### src/source/commit_pkg.sv
`default_nettype none

package commit_pkg;

    typedef enum logic [4:0] {
        NOP  = 5'd0,
        INT  = 5'd1,
        PIL  = 5'd2,
        PIS  = 5'd3,
        PIF  = 5'd4,
        PME  = 5'd5,
        PPI  = 5'd6,
        ADEF = 5'd7,
        ADEM = 5'd8,
        ALE  = 5'd9,
        SYS  = 5'd10,
        BRK  = 5'd11,
        INE  = 5'd12,
        IPE  = 5'd13,
        FPD  = 5'd14,
        FPE  = 5'd15,
        TLBR = 5'd16
    } excp_cause_e;

    typedef enum logic [13:0] {
        CRMD   = 14'h0,
        PRMD   = 14'h1,
        ESTAT  = 14'h5,
        ERA    = 14'h6,
        EENTRY = 14'hC
    } csr_addr_e;

    typedef logic [7:0] stage_vec_t; // bit 0 pc ... bit 7 writeback

    typedef struct packed {
        logic              valid;
        logic [31:0]       pc;
        logic [31:0]       mem_addr;
        logic [5:0]        excp_flags;  // bit 5 earliest stage
        excp_cause_e [5:0] excp_causes; // one cause per stage flag
        logic              is_priv;
        logic              is_ertn;
        logic              is_idle;
        logic              is_llw_scw;
        logic              rf_we;
        logic [4:0]        rf_addr;
        logic [31:0]       rf_data;
        logic              csr_we;
        csr_addr_e         csr_addr;
        logic [31:0]       csr_data;
    } commit_slot_t;

    typedef struct packed {
        logic        is_excp;
        excp_cause_e cause;
        logic [31:0] pc;
        logic [31:0] badv; // memory address of the faulting slot
        logic [5:0]  ecode;
        logic [8:0]  esubcode;
    } excp_rec_t;

    typedef struct packed {
        logic buffer;
        logic decode;
        logic dispatch;
        logic execute;
        logic mem;
    } pause_req_t;

    // returns {ecode, esubcode}
    function automatic logic [14:0] ecode_of(input excp_cause_e cause);
        logic [5:0] ecode;
        logic [8:0] esubcode;
        esubcode = 9'd0;
        case (cause)
            INT:  ecode = 6'h00;
            PIL:  ecode = 6'h01;
            PIS:  ecode = 6'h02;
            PIF:  ecode = 6'h03;
            PME:  ecode = 6'h04;
            PPI:  ecode = 6'h07;
            ADEF: ecode = 6'h08;
            ADEM: begin
                ecode    = 6'h08;
                esubcode = 9'd1; // data side address error
            end
            ALE:  ecode = 6'h09;
            SYS:  ecode = 6'h0B;
            BRK:  ecode = 6'h0C;
            INE:  ecode = 6'h0D;
            IPE:  ecode = 6'h0E;
            FPD:  ecode = 6'h0F;
            FPE:  ecode = 6'h12;
            TLBR: ecode = 6'h3F;
            default: ecode = 6'h00;
        endcase
        return {ecode, esubcode};
    endfunction

endpackage

`default_nettype wire

### src/source/excp_prioritizer.sv
`timescale 1ns/100ps
`default_nettype none

module excp_prioritizer (
    input  wire commit_pkg::commit_slot_t slot_i,
    input  wire                           int_taken_i,
    input  wire [1:0]                     plv_i,
    output commit_pkg::excp_cause_e       cause_o,
    output logic                          is_excp_o
);
    import commit_pkg::*;

    logic [6:0] req_vec; // interrupt above the six stage flags
    logic       priv_fault;

    assign req_vec    = {int_taken_i, slot_i.excp_flags};
    assign priv_fault = slot_i.is_priv && (plv_i != 2'b00);

    always_comb begin
        cause_o = NOP;
        if (slot_i.valid) begin
            casez (req_vec)
                7'b1??????: cause_o = INT;
                7'b01?????: cause_o = slot_i.excp_causes[5];
                7'b001????: cause_o = slot_i.excp_causes[4];
                7'b0001???: begin
                    // decode stage flag, privileged op outside kernel mode
                    cause_o = priv_fault ? IPE : slot_i.excp_causes[3];
                end
                7'b00001??: cause_o = slot_i.excp_causes[2];
                7'b000001?: cause_o = slot_i.excp_causes[1];
                7'b0000001: cause_o = slot_i.excp_causes[0];
                default:    cause_o = NOP;
            endcase
        end
    end

    assign is_excp_o = slot_i.valid && ((|slot_i.excp_flags) || int_taken_i);

    // upstream stages must never raise a flag with a NOP cause
    always_comb begin
        assert (!is_excp_o || cause_o != NOP)
            else $error("excepting slot resolved to NOP cause");
    end

endmodule

`default_nettype wire

### src/source/excp_commit_unit.sv
`timescale 1ns/100ps
`default_nettype none

module excp_commit_unit (
    input  wire commit_pkg::commit_slot_t slot0_i,
    input  wire commit_pkg::commit_slot_t slot1_i,
    input  wire commit_pkg::excp_cause_e  cause0_i,
    input  wire commit_pkg::excp_cause_e  cause1_i,
    input  wire                           excp0_i,
    input  wire                           excp1_i,
    output commit_pkg::excp_rec_t         excp_rec_o
);
    import commit_pkg::*;

    commit_slot_t sel_slot;  // slot that owns the exception
    excp_cause_e  sel_cause;
    logic         any_excp;
    logic [14:0]  codes;     // {ecode, esubcode}

    assign any_excp = excp0_i || excp1_i;

    // older slot always wins
    always_comb begin
        if (excp0_i) begin
            sel_slot  = slot0_i;
            sel_cause = cause0_i;
        end else if (excp1_i) begin
            sel_slot  = slot1_i;
            sel_cause = cause1_i;
        end else begin
            sel_slot  = slot1_i;
            sel_cause = NOP;
        end
    end

    assign codes = ecode_of(sel_cause);

    always_comb begin
        excp_rec_o = '0; // quiet record when nothing excepts
        if (any_excp) begin
            excp_rec_o.is_excp  = 1'b1;
            excp_rec_o.cause    = sel_cause;
            excp_rec_o.pc       = sel_slot.pc;
            excp_rec_o.badv     = sel_slot.mem_addr;
            excp_rec_o.ecode    = codes[14:9];
            excp_rec_o.esubcode = codes[8:0];
        end
    end

endmodule

`default_nettype wire

### src/source/pipe_flush_pause.sv
`timescale 1ns/100ps
`default_nettype none

module pipe_flush_pause (
    input  wire                         excp_i,
    input  wire                         ertn_i,
    input  wire                         refetch_i,
    input  wire [31:0]                  refetch_pc_i,
    input  wire                         branch_flush_i,
    input  wire [31:0]                  branch_target_i,
    input  wire                         ex_excp_flush_i,
    input  wire [31:0]                  eentry_i,
    input  wire [31:0]                  era_i,
    input  wire commit_pkg::pause_req_t pause_req_i,
    input  wire                         idle_i,
    input  wire                         int_taken_i,
    output commit_pkg::stage_vec_t      flush_o,
    output commit_pkg::stage_vec_t      pause_o,
    output logic [31:0]                 new_pc_o
);

    logic       flush_front; // icache and instruction buffer
    logic       flush_back;  // execute, mem, writeback
    logic       flush_mid;   // decode and dispatch also see ex_excp
    logic       idle_stall;
    logic [4:0] pause_back;

    assign flush_front = excp_i || ertn_i || refetch_i;
    assign flush_back  = flush_front || branch_flush_i;
    assign flush_mid   = flush_back || ex_excp_flush_i;

    assign flush_o = {flush_back, flush_back, flush_back,
                      flush_mid, flush_mid,
                      flush_front, flush_front, 1'b0};

    // pending interrupt wakes an idle instruction
    assign idle_stall = idle_i && !int_taken_i;

    always_comb begin
        if (pause_req_i.mem || idle_stall) begin
            pause_back = 5'b01111;
        end else if (pause_req_i.execute) begin
            pause_back = 5'b00111;
        end else if (pause_req_i.dispatch) begin
            pause_back = 5'b00011;
        end else if (pause_req_i.decode) begin
            pause_back = 5'b00001;
        end else begin
            pause_back = 5'b00000;
        end
    end

    assign pause_o = {pause_back, pause_req_i.decode,
                      pause_req_i.buffer && !flush_o[1], pause_req_i.buffer};

    assign new_pc_o = excp_i    ? eentry_i     :
                      ertn_i    ? era_i        :
                      refetch_i ? refetch_pc_i : branch_target_i;

endmodule

`default_nettype wire

### src/source/commit_write_filter.sv
`timescale 1ns/100ps
`default_nettype none

module commit_write_filter (
    input  wire commit_pkg::commit_slot_t slot0_i,
    input  wire commit_pkg::commit_slot_t slot1_i,
    input  wire                           excp0_i,
    input  wire                           excp_any_i,
    output logic [1:0]                    rf_we_o,
    output logic [4:0]                    rf_waddr0_o,
    output logic [4:0]                    rf_waddr1_o,
    output logic [31:0]                   rf_wdata0_o,
    output logic [31:0]                   rf_wdata1_o,
    output logic                          csr_we_o,
    output commit_pkg::csr_addr_e         csr_waddr_o,
    output logic [31:0]                   csr_wdata_o,
    output logic                          llw_scw_o,
    output logic                          refetch_o,
    output logic [31:0]                   refetch_pc_o
);

    logic we0_live;
    logic we1_live;
    logic same_dst;
    logic csr_sel0; // slot 0 owns the csr write

    assign we0_live = slot0_i.valid && slot0_i.rf_we && !excp0_i;
    assign we1_live = slot1_i.valid && slot1_i.rf_we && !excp_any_i; // killed by either
    assign same_dst = slot0_i.rf_addr == slot1_i.rf_addr;

    // younger slot 1 result is the one that must land
    assign rf_we_o     = {we1_live, we0_live && !(we1_live && same_dst)};
    assign rf_waddr0_o = slot0_i.rf_addr;
    assign rf_waddr1_o = slot1_i.rf_addr;
    assign rf_wdata0_o = slot0_i.rf_data;
    assign rf_wdata1_o = slot1_i.rf_data;

    assign csr_sel0    = slot0_i.valid && slot0_i.csr_we;
    assign csr_we_o    = (csr_sel0 || (slot1_i.valid && slot1_i.csr_we)) && !excp_any_i;
    assign csr_waddr_o = csr_sel0 ? slot0_i.csr_addr : slot1_i.csr_addr;
    assign csr_wdata_o = csr_sel0 ? slot0_i.csr_data : slot1_i.csr_data;

    assign llw_scw_o = !excp_any_i && ((slot0_i.valid && slot0_i.is_llw_scw) ||
                                       (slot1_i.valid && slot1_i.is_llw_scw));

    // csr side effects need the following instructions fetched again
    assign refetch_o    = csr_we_o;
    assign refetch_pc_o = (slot0_i.pc | slot1_i.pc) + 32'd4;

    // slot 0 exception must be part of the combined flag
    always_comb begin
        assert (!excp0_i || excp_any_i)
            else $error("slot 0 exception missing from the combined exception flag");
    end

endmodule

`default_nettype wire

### src/source/commit_csr_regs.sv
`timescale 1ns/100ps
`default_nettype none

module commit_csr_regs #(
    parameter logic [31:0] EENTRY_RST = 32'h1C00_8000
) (
    input  wire                        clk,
    input  wire                        arst_n_i,
    input  wire commit_pkg::excp_rec_t excp_rec_i,
    input  wire                        ertn_i,
    input  wire                        csr_we_i,
    input  wire commit_pkg::csr_addr_e csr_waddr_i,
    input  wire [31:0]                 csr_wdata_i,
    input  wire                        int_pending_i,
    input  wire commit_pkg::csr_addr_e raddr_i,
    output logic [31:0]                rdata_o,
    output logic [31:0]                eentry_o,
    output logic [31:0]                era_o,
    output logic [1:0]                 plv_o,
    output logic                       int_taken_o
);
    import commit_pkg::*;

    logic [1:0]  crmd_plv;
    logic        crmd_ie;
    logic [1:0]  prmd_pplv;  // plv saved on exception entry
    logic        prmd_pie;
    logic [14:0] estat_code; // {esubcode, ecode}
    logic [31:0] era;
    logic [25:0] eentry_base; // 64 byte aligned entry

    // exception beats ertn, ertn beats an explicit write
    always_ff @(posedge clk or negedge arst_n_i) begin
        if (!arst_n_i) begin
            crmd_plv    <= 2'b00;
            crmd_ie     <= 1'b0;
            prmd_pplv   <= 2'b00;
            prmd_pie    <= 1'b0;
            estat_code  <= '0;
            era         <= '0;
            eentry_base <= EENTRY_RST[31:6];
        end else if (excp_rec_i.is_excp) begin
            era        <= excp_rec_i.pc;
            estat_code <= {excp_rec_i.esubcode, excp_rec_i.ecode};
            prmd_pplv  <= crmd_plv;
            prmd_pie   <= crmd_ie;
            crmd_plv   <= 2'b00; // enter kernel, interrupts masked
            crmd_ie    <= 1'b0;
        end else if (ertn_i) begin
            crmd_plv <= prmd_pplv;
            crmd_ie  <= prmd_pie;
        end else if (csr_we_i) begin
            case (csr_waddr_i)
                CRMD: begin
                    crmd_plv <= csr_wdata_i[1:0];
                    crmd_ie  <= csr_wdata_i[2];
                end
                PRMD: begin
                    prmd_pplv <= csr_wdata_i[1:0];
                    prmd_pie  <= csr_wdata_i[2];
                end
                ERA:     era         <= csr_wdata_i;
                EENTRY:  eentry_base <= csr_wdata_i[31:6];
                default: ; // estat code fields are hardware owned
            endcase
        end
    end

    always_comb begin
        case (raddr_i)
            CRMD:    rdata_o = {29'd0, crmd_ie, crmd_plv};
            PRMD:    rdata_o = {29'd0, prmd_pie, prmd_pplv};
            ESTAT:   rdata_o = {17'd0, estat_code};
            ERA:     rdata_o = era;
            EENTRY:  rdata_o = eentry_o;
            default: rdata_o = 32'd0;
        endcase
    end

    assign eentry_o    = {eentry_base, 6'd0};
    assign era_o       = era;
    assign plv_o       = crmd_plv;
    assign int_taken_o = int_pending_i && crmd_ie;

    // write filter has to drop csr writes of an excepting commit
    excp_no_csr_wr: assert property (@(posedge clk) disable iff (!arst_n_i)
        !(excp_rec_i.is_excp && csr_we_i));

endmodule

`default_nettype wire

### src/source/commit_ctrl_top.sv
`timescale 1ns/100ps
`default_nettype none

module commit_ctrl_top #(
    parameter logic [31:0] EENTRY_RST = 32'h1C00_8000
) (
    input  wire                           clk,
    input  wire                           arst_n_i,
    input  wire commit_pkg::commit_slot_t slot0_i,
    input  wire commit_pkg::commit_slot_t slot1_i,
    input  wire commit_pkg::pause_req_t   pause_req_i,
    input  wire                           branch_flush_i,
    input  wire [31:0]                    branch_target_i,
    input  wire                           ex_excp_flush_i,
    input  wire                           int_pending_i,
    input  wire commit_pkg::csr_addr_e    csr_raddr_i,
    output commit_pkg::stage_vec_t        flush_o,
    output commit_pkg::stage_vec_t        pause_o,
    output logic [31:0]                   new_pc_o,
    output logic                          is_ertn_o,
    output logic [1:0]                    rf_we_o,
    output logic [4:0]                    rf_waddr0_o,
    output logic [4:0]                    rf_waddr1_o,
    output logic [31:0]                   rf_wdata0_o,
    output logic [31:0]                   rf_wdata1_o,
    output logic                          llw_scw_o,
    output logic [31:0]                   csr_rdata_o,
    output commit_pkg::excp_rec_t         excp_rec_o
);
    import commit_pkg::*;

    logic        int_taken;
    logic [1:0]  crmd_plv;
    logic [31:0] eentry;
    logic [31:0] era;
    excp_cause_e cause0;
    excp_cause_e cause1;
    logic        excp0;
    logic        excp1;
    logic        ertn;       // only slot 0 may return
    logic        idle;
    logic        refetch;
    logic [31:0] refetch_pc;
    logic        csr_we;
    csr_addr_e   csr_waddr;
    logic [31:0] csr_wdata;

    assign ertn      = slot0_i.valid && slot0_i.is_ertn;
    assign idle      = slot0_i.valid && slot0_i.is_idle;
    assign is_ertn_o = ertn;

    excp_prioritizer u_prio0 (.slot_i(slot0_i), .int_taken_i(int_taken), .plv_i(crmd_plv),
                              .cause_o(cause0), .is_excp_o(excp0));
    excp_prioritizer u_prio1 (.slot_i(slot1_i), .int_taken_i(int_taken), .plv_i(crmd_plv),
                              .cause_o(cause1), .is_excp_o(excp1));

    excp_commit_unit u_excp (.slot0_i(slot0_i), .slot1_i(slot1_i), .cause0_i(cause0),
                             .cause1_i(cause1), .excp0_i(excp0), .excp1_i(excp1),
                             .excp_rec_o(excp_rec_o));

    commit_write_filter u_wfilt (
        .slot0_i(slot0_i), .slot1_i(slot1_i), .excp0_i(excp0),
        .excp_any_i(excp_rec_o.is_excp), .rf_we_o(rf_we_o),
        .rf_waddr0_o(rf_waddr0_o), .rf_waddr1_o(rf_waddr1_o),
        .rf_wdata0_o(rf_wdata0_o), .rf_wdata1_o(rf_wdata1_o),
        .csr_we_o(csr_we), .csr_waddr_o(csr_waddr), .csr_wdata_o(csr_wdata),
        .llw_scw_o(llw_scw_o), .refetch_o(refetch), .refetch_pc_o(refetch_pc));

    pipe_flush_pause u_flush (
        .excp_i(excp_rec_o.is_excp), .ertn_i(ertn), .refetch_i(refetch),
        .refetch_pc_i(refetch_pc), .branch_flush_i(branch_flush_i),
        .branch_target_i(branch_target_i), .ex_excp_flush_i(ex_excp_flush_i),
        .eentry_i(eentry), .era_i(era), .pause_req_i(pause_req_i), .idle_i(idle),
        .int_taken_i(int_taken), .flush_o(flush_o), .pause_o(pause_o),
        .new_pc_o(new_pc_o));

    commit_csr_regs #(.EENTRY_RST(EENTRY_RST)) u_csr (
        .clk(clk), .arst_n_i(arst_n_i), .excp_rec_i(excp_rec_o), .ertn_i(ertn),
        .csr_we_i(csr_we), .csr_waddr_i(csr_waddr), .csr_wdata_i(csr_wdata),
        .int_pending_i(int_pending_i), .raddr_i(csr_raddr_i), .rdata_o(csr_rdata_o),
        .eentry_o(eentry), .era_o(era), .plv_o(crmd_plv), .int_taken_o(int_taken));

endmodule

`default_nettype wire

### config.mk
export PLATFORM = sky130hd
export DESIGN_NAME = commit_ctrl_top
export DESIGN_NICKNAME = d
export VERILOG_FILES = /design/src/source/commit_pkg.sv /design/src/source/excp_prioritizer.sv /design/src/source/excp_commit_unit.sv /design/src/source/pipe_flush_pause.sv /design/src/source/commit_write_filter.sv /design/src/source/commit_csr_regs.sv /design/src/source/commit_ctrl_top.sv
export SDC_FILE = /design/constraint.sdc
export NUM_CORES = 1
export LEC_CHECK = 0
export BUFFER_PORTS_ARGS = -buffer_cell sky130_fd_sc_hd__buf_2
export CORE_AREA = 2 2 265 267
export CTS_BUF_LIST = sky130_fd_sc_hd__clkbuf_8
export CTS_CLUSTER_SIZE = 16
export DETAILED_ROUTE_END_ITERATION = 8
export DIE_AREA = 0 0 267 269
export GPL_ROUTABILITY_DRIVEN = 0
export GPL_TIMING_DRIVEN = 0
export PLACE_DENSITY = 0.34
export SLEW_MARGIN = 20
export SYNTH_ARGS = -nofsm -noshare
export SYNTH_HDL_FRONTEND = slang
export SYNTH_SLANG_ARGS = --single-unit
### constraint.sdc
create_clock -name clk -period 17 [get_ports clk]
set_input_delay 5.1 -clock clk [delete_from_list [all_inputs] [get_ports clk]]
set_output_delay 5.1 -clock clk [all_outputs]
set_load 0.005 [all_outputs]
======== Yosys cells after proc, flatten, opt, wreduce, memory -nomap -nowiden ========
Index checks and enable logic that the tools add are counted.
storage, ports and cells
  register bits ........................... 79
  input port bits ......................... 436
  logic and storage cells ................. 140
operators by class
  add/sub/neg operators ................... 1
  equal/unequal tests ..................... 36
  muxes and demuxes ....................... 42
  bitwise logic cells ..................... 3
  reductions and logical operators ........ 51
operators with widths
  cell                                             count
  two-way mux 32 bit                               8
  two-way mux 189 bit                              1
  case mux 32 bit (5 select lines)                 1
  two-way mux 85 bit                               1
  case mux 6 bit (14 select lines)                 1
  case mux 5 bit (7 select lines)                  2
  two-way mux 5 bit                                9
  == test 14 x 3 -> 1 bit (second input constant)  3
  == test 5 x 4 -> 1 bit (second input constant)   8
  adder 32 x 3 -> 32 bit (second input constant)   1
  OR 32 bit                                        1
  == test 14 x 1 -> 1 bit (second input constant)  2
  == test 14 x 4 -> 1 bit (second input constant)  2
  zero test 14 bit                                 2
  logical AND 1 bit                                21
  == test 5 x 3 -> 1 bit (second input constant)   4
  two-way mux 2 bit                                8
  == test 7 x 1 -> 1 bit (second input constant)   2
  two-way mux 14 bit                               1
  == test 6 x 1 -> 1 bit (second input constant)   2
  OR reduction 6 bit                               2
  == test 5 x 1 -> 1 bit (second input constant)   2
  == test 5 x 2 -> 1 bit (second input constant)   2
  logical OR 1 bit                                 10
  other kinds (15)                                 37

======== Longest topological paths before layout ========
Gate-level depths: netlist of the first run.
  depth in word-level cells ............... 16
  mapped depth ............................ 11
  depth with buffers taken out ............ 10

======== Cells and area by module ========
A second synthesis of the first run with hierarchy kept.
unflattened totals
  cell total of the unflattened synthesis .. 1,020
  area total of the unflattened synthesis .. 8,892.3 um^2
by module, submodules not included
  module               times used  cells an instance  area each (um^2)  seq. area each (um^2)
  commit_csr_regs      1           364                4,091.4           1,981.9
  commit_write_filter  1           258                1,888.1           0.0
  pipe_flush_pause     1           169                1,244.9           0.0
  excp_commit_unit     1           139                1,014.7           0.0
  excp_prioritizer     2           44                 320.3             0.0
  commit_ctrl_top      1           2                  12.5              0.0

======== Worst setup path after synthesis of the first run ========
No wires, ideal clock.
  path type ............................... in2out
  start point ............................. input port slot0_i[123] (netlist name)
  end point ............................... output port flush_o[3]
  arrival time ............................ 7.257 ns
  data required time ...................... 11.900 ns
  path slack .............................. 4.643 ns
  cell stages on the path ................. 9
  path buffers ............................ 3
  cells stage by stage .................... buf_6 > a2111o_1 > o41a_1 > buf_2 > nor2_8 > nand2_1 > or3_1 > or2_2 > buf_4
between the ends
  longest elaborated chain between the ends .. 10
  elaborated cells between the ends (all ways) .. 11
RTL lines
  item                    RTL line                   source
  start: declaration      commit_ctrl_top.sv:9       input wire commit_pkg::commit_slot_t slot0_i,
  OR reduction 6 bit *    excp_prioritizer.sv:38     assign is_excp_o = slot_i.valid && ((|slot_i.excp_flags) || int_taken_i);
  logical OR 1 bit *      excp_prioritizer.sv:38
  logical AND 1 bit *     excp_prioritizer.sv:38
  logical OR 1 bit *      excp_commit_unit.sv:20     assign any_excp = excp0_i || excp1_i;
  two-way mux 85 bit *    excp_commit_unit.sv:40     if (any_excp) begin
  zero test 1 bit         commit_write_filter.sv:39  assign csr_we_o = (csr_sel0 || (slot1_i.valid && slot1_i.csr_we)) && !excp_any_i;
  logical AND 1 bit       commit_write_filter.sv:39
  logical OR 1 bit *      pipe_flush_pause.sv:28     assign flush_front = excp_i || ertn_i || refetch_i;
  logical OR 1 bit *      pipe_flush_pause.sv:29     assign flush_back = flush_front || branch_flush_i;
  via u_flush.flush_back  pipe_flush_pause.sv:23     logic flush_back;
  logical OR 1 bit *      pipe_flush_pause.sv:30     assign flush_mid = flush_back || ex_excp_flush_i;
  end: declaration        commit_ctrl_top.sv:17      output commit_pkg::stage_vec_t flush_o,
The timed path passes the listed nets; every way through them passes the cells marked *.

======== Worst setup path in the final report of the first run ========
  start point ............................. input port slot0_i[189] (netlist name)
  end point ............................... output port new_pc_o[19]
between the ends
  longest elaborated chain between the ends .. 8
  elaborated cells between the ends (all ways) .. 11
RTL lines
  item                  RTL line                   source
  logical AND 1 bit     excp_prioritizer.sv:38
  logical OR 1 bit      excp_commit_unit.sv:20
  two-way mux 85 bit    excp_commit_unit.sv:40
  zero test 1 bit       commit_write_filter.sv:39
  logical AND 1 bit     commit_write_filter.sv:39
  two-way mux 32 bit    pipe_flush_pause.sv:58     refetch_i ? refetch_pc_i : branch_target_i;
  two-way mux 32 bit    pipe_flush_pause.sv:57     ertn_i ? era_i :
  two-way mux 32 bit *  pipe_flush_pause.sv:56     assign new_pc_o = excp_i ? eentry_i :
  end: declaration      commit_ctrl_top.sv:19      output logic [31:0] new_pc_o,
Every way passes the cells marked *; elsewhere a longest branch is shown, timed or not.

==> metrics.md, run 1 <==
| Metric | Value |
|---|---|
| Status | `finished clean` |
| FMAX | `71.3 MHz` |
| Final hold vios | `0` |
| WL final | `62.7 mm` |
| Vias per inst | `4.12` |
| Root Buffer | `clkbuf_8` |
| Seq pwr share | `31.8%` |
| Crit path capture type | `primary output` |
| Hpwl dp | `52.1 mm` |
| Power density cells | `48.5 nW/µm²` |
| Initial DRC Count | `768` |
| Seq/Total Area, Yosys | `21.6%` |
| Hold_sp | `u_csr.estat_code[5]$_DFFE_PN0N_` |
| Hold crit path type | `reg -> reg` |
| Share of synthesized registers carrying an async set or reset | `100%` |
| RSZ-0062 raised after global routing | `no` |
| Post-synth top area cell | `dfrtp_1` |
| CTS Buf Count | `9` |
| I/O pin count | `679` |
| First-pass GRT wire length | `83.2 mm` |
| Grt ovf | `0` |
| Number of synthesized flops with an enable pin | `0` |
| Syn_area_per_cell | `7.16 µm²` |
| Clock power share | `22.7%` |
| Relative slew slack | `21.8%` |
| Row count | `97` |
| Sw Share | `42.4%` |
| Die width | `267 µm` |
| # H-tree levels | `3` |
| YS warnings | `0` |
| Synth area leaders | `dfrtp_1 20%, nand2_1 8.7%, buf_4 8.7%, nor2_1 5.9%, a21oi_1 5.0%` |
| Layout area overhead | `54.5%` |
| Die area | `71,800 µm²` |
| DR WL/cell | `23.1 µm` |
| Vias in the first global route | `10,974` |
| WP data required | `11,900 ps` |
| Core box area | `69,300 µm²` |
| Critical path class | `in -> out` |
| Post-CTS setup buffer count | `0` |
| Post-CTS Hold Buffers | `0` |
| PnR worst setup slack | `2980 ps` |
| Initial core utilization | `11.9%` |
| CTS resizes | `0` |
| Predominant post-synthesis flop cell | `dfrtp_1` |
| Worst-margin pin slew | `1170 ps` |
| Nets | `2,210` |
| Distinct cell type count after synthesis | `72` |
| Die height | `269 µm` |
| Combinational power share | `45.4%` |
| Final Setup Violations | `0` |
| Leakage | `0.00645 µW` |
| Total number of vias | `11,204` |
| Synth cell count leaders | `191 x nand2_1, 129 x nor2_1, 95 x buf_4, 83 x a21oi_1, 71 x o21ai_0` |
| Fin Clk Skew | `15.1 ps` |
| Fin crit period | `14,020 ps` |
| CTS sink count | `71` |
| DP Worst Slack | `2620 ps` |
| Pins over their slew limit | `0` |
| Filler instances | `8,050` |
| DR pass1 iterations | `5` |
| Register Area | `1780 µm²` |
| Switch Pwr | `262 µW` |
| Maximum vdd drop | `32.0 µV` |
| Residual DRC | `0` |
| Final TNS setup | `0 ps` |
| Area taken by multi-input logic gates | `5400 µm²` |
| Clock Path Buffers | `2` |
| GRT Total Usage | `16.6%` |
| Final worst path period share | `82.5%` |
| Internal | `355 µW` |
| Fraction of layout instances using a drive strength above 1 | `45.3%` |
| PortBufs | `597` |
| Clk_lat worst skew | `420 ps` |
| Antenna Violating Nets Remaining | `0` |
| #FFs+latches synth | `71` |
| Final hold slack | `483 ps` |
| Cells after synthesis | `1,151` |
| FF-to-FF Start | `u_csr.crmd_ie$_DFFE_PN0P_` |
| Initial antenna violation count | `15` |
| Max-cap violations | `0` |
| Worst setup SP type | `primary input` |
| Area share of the largest cell type after synthesis | `20.4%` |
| Largest net degree at the start of global routing | `38` |
| Worst setup path start | `slot0_i[189]` |
| Top-count cell post-synth | `nand2_1` |
| Mapped cell area | `8240 µm²` |
| TritonCTS clock tree | `done` |
| Worst Path Max Fanout | `10` |
| Critical Path AT | `8920 ps` |
| Clock Pin Slew Worst Setup and Hold Paths | `90 ps` |
[cell usage in the layout, fill, tap and decap left out, types with 14 or more instances in the layout]
cell type | Yosys | final
buf_2 | 7 | 605
nand2_1 | 191 | 191
nor2_1 | 129 | 128
buf_4 | 95 | 98
a21oi_1 | 83 | 83
o21ai_0 | 71 | 71
dfrtp_1 | 67 | 67
clkbuf_1 | 61 | 57
nand3_1 | 56 | 56
mux2i_1 | 36 | 36
mux2_2 | 35 | 35
a22o_1 | 28 | 28
mux2_4 | 20 | 20
nor4_1 | 18 | 17
nor3_1 | 16 | 16
xor2_1 | 16 | 16
inv_1 | 15 | 15
nand3b_1 | 15 | 15
a211oi_1 | 14 | 14
a31oi_1 | 14 | 14
[sequential cells by signal (all words and copies together), names as in the netlist]
register           flops
u_csr.plv_o            2
u_csr.prmd_pplv        2
u_csr.era_o           32
u_csr.prmd_pie         1
u_csr.eentry_base     26
u_csr.crmd_ie          1
u_csr.estat_code       7
[per-stage QoR]
step                      utilization (%)  cells  power [µW]  area [µm²]
final                                18.4   2719         617       12700
after global routing                 18.4   2718         660       12700
after CTS                            18.3   2718         631       12700
after detailed placement             18.1   2702         484       12500
after global placement               17.9   2697         482       12400
after floorplan                         -   1160         321        8270
[kinds of logic (layout without fill, tap and decap cells)]
group | after synthesis | in the layout | share of synthesized area [%]
XOR/XNOR | 28 | 28 | 2.98
flip-flops | 71 | 71 | 21.6
other | 1 | 11 | 0.0455
AO/OA/AOI/OAI | 279 | 279 | 21.7
buffers and inverters | 192 | 810 | 13.5
AND/OR/NAND/NOR | 485 | 485 | 26.9
multiplexers | 94 | 94 | 13.2
adder cells (fa/ha/maj) | 1 | 1 | 0.152
[per-layer routing]
layer	track usage [%]	part of all wire [%]	vias to the layer above
met1	20.1	41	5331
met2	28.9	49	548
met4	4.97	2.4	16
met5	0	0.16	-
li1	-	-	5240
met3	4.30	7.8	69
[critical path, cell delays in order]
cell and delay, ps:
buf_2 90, clkbuf_1 440, nand2_1 260, buf_1 470
nand2_1 820, clkbuf_1 780, o22ai_1 190, nand2_1 100
o221ai_1 150, o21ai_0 300, buf_2 170
[path summary, 6_finish.rpt]
check	end	cells past startpoint	slack, ps
setup / recovery	new_pc_o[19]	11	2980
hold / removal	u_csr.estat_code[5]$_DFFE_PN0N_	2	480
setup reg to reg	u_csr.era_o[3]$_DFFE_PN0P_	10	13010
hold reg to reg	u_csr.estat_code[5]$_DFFE_PN0N_	2	480
max in group asynchronous	u_csr.eentry_base[22]$_DFFE_PN1P_	2	11770
min in group asynchronous	u_csr.era_o[22]$_DFFE_PN0P_	1	4580
[final cells by class]
| cell class | instances | share of cell area, % |
|---|---|---|
| repair buffers | 602 | 24.1 |
| plain buffers | 175 | 8.27 |
| diodes | 1 | 0.0197 |
| inverters | 17 | 0.502 |
| multi-input cells | 897 | 42.5 |
| clock buffers | 10 | 1.08 |
| clock inverters | 6 | 0.285 |
| well taps | 940 | 9.24 |
| flip-flops and latches | 71 | 14.0 |
[power groups by stage]
stage	Sequential (µW)	Combinational [µW]	Clock, µW
floorplan	193	128	0
global placement	200	282	0
detailed placement	200	284	0
CTS	197	285	148
global route	199	309	152
finish	196	280	140
No activity file was read; power rests on OpenSTA's default activity.
==> inputs of run 2 (changes only) <==
--- a/config.mk
+++ b/config.mk
@@ -5,15 +5,16 @@
 export SDC_FILE = /design/constraint.sdc
 export NUM_CORES = 1
 export LEC_CHECK = 0
+export ABC_AREA = 1
 export BUFFER_PORTS_ARGS = -buffer_cell sky130_fd_sc_hd__buf_2
-export CORE_AREA = 2 2 265 267
+export CORE_AREA = 2 2 261 263
 export CTS_BUF_LIST = sky130_fd_sc_hd__clkbuf_8
 export CTS_CLUSTER_SIZE = 16
 export DETAILED_ROUTE_END_ITERATION = 8
-export DIE_AREA = 0 0 267 269
+export DIE_AREA = 0 0 263 265
 export GPL_ROUTABILITY_DRIVEN = 0
 export GPL_TIMING_DRIVEN = 0
-export PLACE_DENSITY = 0.34
+export PLACE_DENSITY = 0.36
 export SLEW_MARGIN = 20
 export SYNTH_ARGS = -nofsm -noshare
 export SYNTH_HDL_FRONTEND = slang
==> constraint.sdc (replaced) <==
create_clock -name clk -period 11.3 [get_ports clk]
set_input_delay 3.39 -clock clk [delete_from_list [all_inputs] [get_ports clk]]
set_output_delay 3.39 -clock clk [all_outputs]
set_load 0.005 [all_outputs]
==> run 2 against run 1 <==
- clock power is 98% higher
- via count is 4.8% higher
- sequential cell count stayed put
- routed wire length fell by 3.4%
- synthesized cell count grew 19%
- die area shrank 3.0%
- largest power group unchanged
==> metrics.md, run 2 <==
| Metric | Value |
|---|---|
| CTS resizes | `0 (unchanged)` |
| Total number of vias | `11,744 (was 11,204)` |
| Distinct cell type count after synthesis | `55 (was 72)` |
| PortBufs | `602 (was 597)` |
| Mux cell area share after synthesis | `3.54% (was 13.2%)` |
| Final cell count without fillers | `2,882 (was 2,719)` |
| Leakage | `0.00688 µW (was 0.00645 µW)` |
| Max reg flops | `32 (unchanged)` |
| Number of synthesized flops with an enable pin | `0 (unchanged)` |
| Residual DRC | `0 (unchanged)` |
| Max-cap violations | `0 (unchanged)` |
| Initial core utilization | `12.7% (was 11.9%)` |
| Final TNS setup | `0 ps (unchanged)` |
| Most frequent cells in the layout | `619 x buf_2, 284 x nor2_1, 218 x nand2_1 (was 605 x buf_2, 191 x nand2_1, 128 x nor2_1)` |
| Power density cells | `77.2 nW/µm² (was 48.5 nW/µm²)` |
| Post-CTS setup buffer count | `0 (unchanged)` |
| Nets | `2,431 (was 2,210)` |
| Final hold slack | `491 ps (was 483 ps)` |
| Initial DRC Count | `684 (was 768)` |
| Most common cell after layout, fill and taps aside | `buf_2 (unchanged)` |
| Clock Pin Slew Worst Setup and Hold Paths | `90 ps (about the same)` |
| DR pass1 iterations | `5 (unchanged)` |
| # H-tree levels | `3 (unchanged)` |
| Synth area leaders | `dfrtp_1 20%, nor2_1 13%, o21ai_0 10%, nand2_1 9.6%, buf_4 8.6% (was dfrtp_1 20%, nand2_1 8.7%, buf_4 8.7%, nor2_1 5.9%, a21oi_1 5.0%)` |
| Row count | `95 (was 97)` |
| Critical Path AT | `6450 ps (was 8920 ps)` |
| FF-to-FF Start | `u_csr.crmd_ie$_DFFE_PN0P_ (unchanged)` |
| Largest net degree at the start of global routing | `43 (was 38)` |
| Cells after DPL | `2,856 (was 2,702)` |
| Mapped cell area | `8490 µm² (was 8240 µm²)` |
| Predominant post-synthesis flop cell | `dfrtp_1 (unchanged)` |
| Adder-Cell Fraction of Synth Area | `0.147% (was 0.152%)` |
| I/O pin count | `679 (unchanged)` |
| RSZ-0062 raised after global routing | `no (unchanged)` |
| CTS sink count | `71 (unchanged)` |
| Critical path class | `in -> out (unchanged)` |
| Maximum vdd drop | `48.4 µV (was 32.0 µV)` |
| DP Worst Slack | `1480 ps (was 2620 ps)` |
| Syn_area_per_cell | `6.19 µm² (was 7.16 µm²)` |
| Synth cell count leaders | `284 x nor2_1, 218 x nand2_1, 170 x o21ai_0, 119 x inv_1, 97 x buf_4 (was 191 x nand2_1, 129 x nor2_1, 95 x buf_4, 83 x a21oi_1, 71 x o21ai_0)` |
| Die width | `263 µm (was 267 µm)` |
| Crit path capture type | `primary output (unchanged)` |
| Core box area | `66,800 µm² (was 69,300 µm²)` |
| WP data required | `7910 ps (was 11,900 ps)` |
| Register Area | `1780 µm² (unchanged)` |
| Fin crit period | `9840 ps` |
| Final hold vios | `0 (unchanged)` |
| Worst-margin pin slew | `1150 ps (was 1170 ps)` |
| First-pass GRT wire length | `83.1 mm (was 83.2 mm)` |
| Hold_sp | `u_csr.eentry_base[9]$_DFFE_PN1P_ (was u_csr.estat_code[5]$_DFFE_PN0N_)` |
| Initial antenna violation count | `20 (was 15)` |
| Filler instances | `7,881 (was 8,050)` |
| Vias per inst | `4.07 (was 4.12)` |
| Synth Area in Compound Gates | `21.2% (was 21.7%)` |
| WL final | `60.6 mm (was 62.7 mm)` |
| Die area | `69,700 µm² (was 71,800 µm²)` |
| Post-synth top area cell | `dfrtp_1 (unchanged)` |
| Die height | `265 µm (was 269 µm)` |
| PnR worst setup slack | `1460 ps (was 2980 ps)` |
| Layout area overhead | `52.4% (was 54.5%)` |
| YS warnings | `0 (unchanged)` |
| Vias in the first global route | `11,708 (was 10,974)` |
| FMAX | `102 MHz` |
| DR WL/cell | `21.0 µm (was 23.1 µm)` |
| Clock Path Buffers | `2 (unchanged)` |
| Fraction of layout instances using a drive strength above 1 | `41.6% (was 45.3%)` |
| Main combinational cell family by area after synthesis | `simple AND/OR/NAND/NOR gates (unchanged)` |
| TritonCTS clock tree | `done (unchanged)` |
| Root Buffer | `clkbuf_8 (unchanged)` |
| Finished Core Util | `19.4% (was 18.4%)` |
| Post-CTS Hold Buffers | `0 (unchanged)` |
| Cells after synthesis | `1,371 (was 1,151)` |
| Worst setup path start | `slot1_i[159] (was slot0_i[189])` |
| Seq/Total Area, Yosys | `21.0% (was 21.6%)` |
| Clk_lat worst skew | `410 ps (was 420 ps)` |
| Post-Synth Simple-Gate Area | `34.1% (was 26.9%)` |
| Final Setup Violations | `0 (unchanged)` |
| Area taken by multi-input logic gates | `5230 µm² (was 5400 µm²)` |
| Relative slew slack | `23.0% (was 21.8%)` |
| CTS Buf Count | `9 (unchanged)` |
| Xor/xnor share of the synthesized area | `2.17% (was 2.98%)` |
| Top-count cell post-synth | `nor2_1 (was nand2_1)` |
| Grt ovf | `0 (unchanged)` |
| Pins over their slew limit | `0 (unchanged)` |
| Worst Path Max Fanout | `4 (was 10)` |
| Worst setup SP type | `primary input (unchanged)` |
| Antenna Violating Nets Remaining | `0 (unchanged)` |
| Hpwl dp | `50.5 mm (was 52.1 mm)` |
| Fin Clk Skew | `16.0 ps (was 15.1 ps)` |
| #FFs+latches synth | `71 (unchanged)` |
| GRT Total Usage | `16.7% (was 16.6%)` |
| Share of synthesized registers carrying an async set or reset | `100% (unchanged)` |
| Hold crit path type | `reg -> reg (unchanged)` |
| Area share of the largest cell type after synthesis | `19.8% (was 20.4%)` |
| Status | `finished clean (unchanged)` |
| Final worst path period share | `87.1%` |
## run 2: cell types whose count changed after synthesis, moves of 14 or more
cell      previous run  this run
o21ai_0             71       170
nand3b_1            15         1
o21ai_1              0        43
a22o_1              28         0
mux2_4              20         0
mux2_2              35         0
a211oi_1            14         0
o21ai_2              0        20
clkbuf_1            61        27
a21oi_1             83        20
inv_1               15       119
nand2_1            191       218
nor2_1             129       284
## run 2: area by class of cell
type                            count  share of cell area [%]
Antenna cell                       10                   0.193
Buffer                            154                    7.90
Clock buffer                       10                    1.06
Clock inverter                      6                   0.851
Inverter                          130                    3.84
Multi-Input combinational cell   1025                    40.4
Sequential cell                    71                    13.8
Tap cell                          873                    8.45
Timing Repair Buffer              603                    23.5
## run 2: logic make-up after synthesis
family | count (synthesis)
XOR/XNOR | 21
flip-flops | 71
AO/OA/AOI/OAI | 312
other | 1
adder cells (fa/ha/maj) | 1
AND/OR/NAND/NOR | 651
multiplexers | 30
buffers and inverters | 284
## run 2: routing by layer
| metal | GRT usage (%) | vias to the layer above | share of wire, % |
|---|---|---|---|
| met5 | 0 | - | 0.18 |
| met4 | 3.68 | 18 | 1.5 |
| li1 | - | 5648 | - |
| met2 | 28.7 | 522 | 48 |
| met1 | 21.1 | 5486 | 43 |
| met3 | 4.07 | 70 | 6.5 |
## run 2: where the power goes
group | switching [µW] | total, µW | internal [µW]
combinational | 263 | 436 | 173
clock | 124 | 277 | 152
sequential | 9.78 | 286 | 276
total | 397 | 998 | 601
## run 2: per-stage QoR
stage               area, µm²  total power (µW)
finish                  12900               998
global route            12900              1070
CTS                     12900              1020
detailed placement      12700               731
global placement        12600               729
floorplan                8520               499
## run 2: final timing paths
| kind | endpoint | slack [ps] | cells past startpoint |
|---|---|---|---|
| hold / removal | u_csr.eentry_base[9]$_DFFE_PN1P_ | 490 | 2 |
| setup / recovery | new_pc_o[28] | 1460 | 14 |
| max in group asynchronous | u_csr.eentry_base[20]$_DFFE_PN1P_ | 7710 | 2 |
| setup reg to reg | u_csr.era_o[4]$_DFFE_PN0P_ | 8540 | 10 |
| hold reg to reg | u_csr.eentry_base[9]$_DFFE_PN1P_ | 490 | 2 |
| min in group asynchronous | u_csr.eentry_base[13]$_DFFE_PN0P_ | 2940 | 1 |
## run 2: critical path, cell delays in order
cell	delay [ps]
buf_2	90
nor2_1	100
inv_1	210
ha_1	210
o21a_1	260
nand2_1	70
nor2_1	290
nand2_1	290
nor2_2	260
nand4_1	140
xor2_1	160
o21ai_0	520
o211ai_1	240
buf_2	210
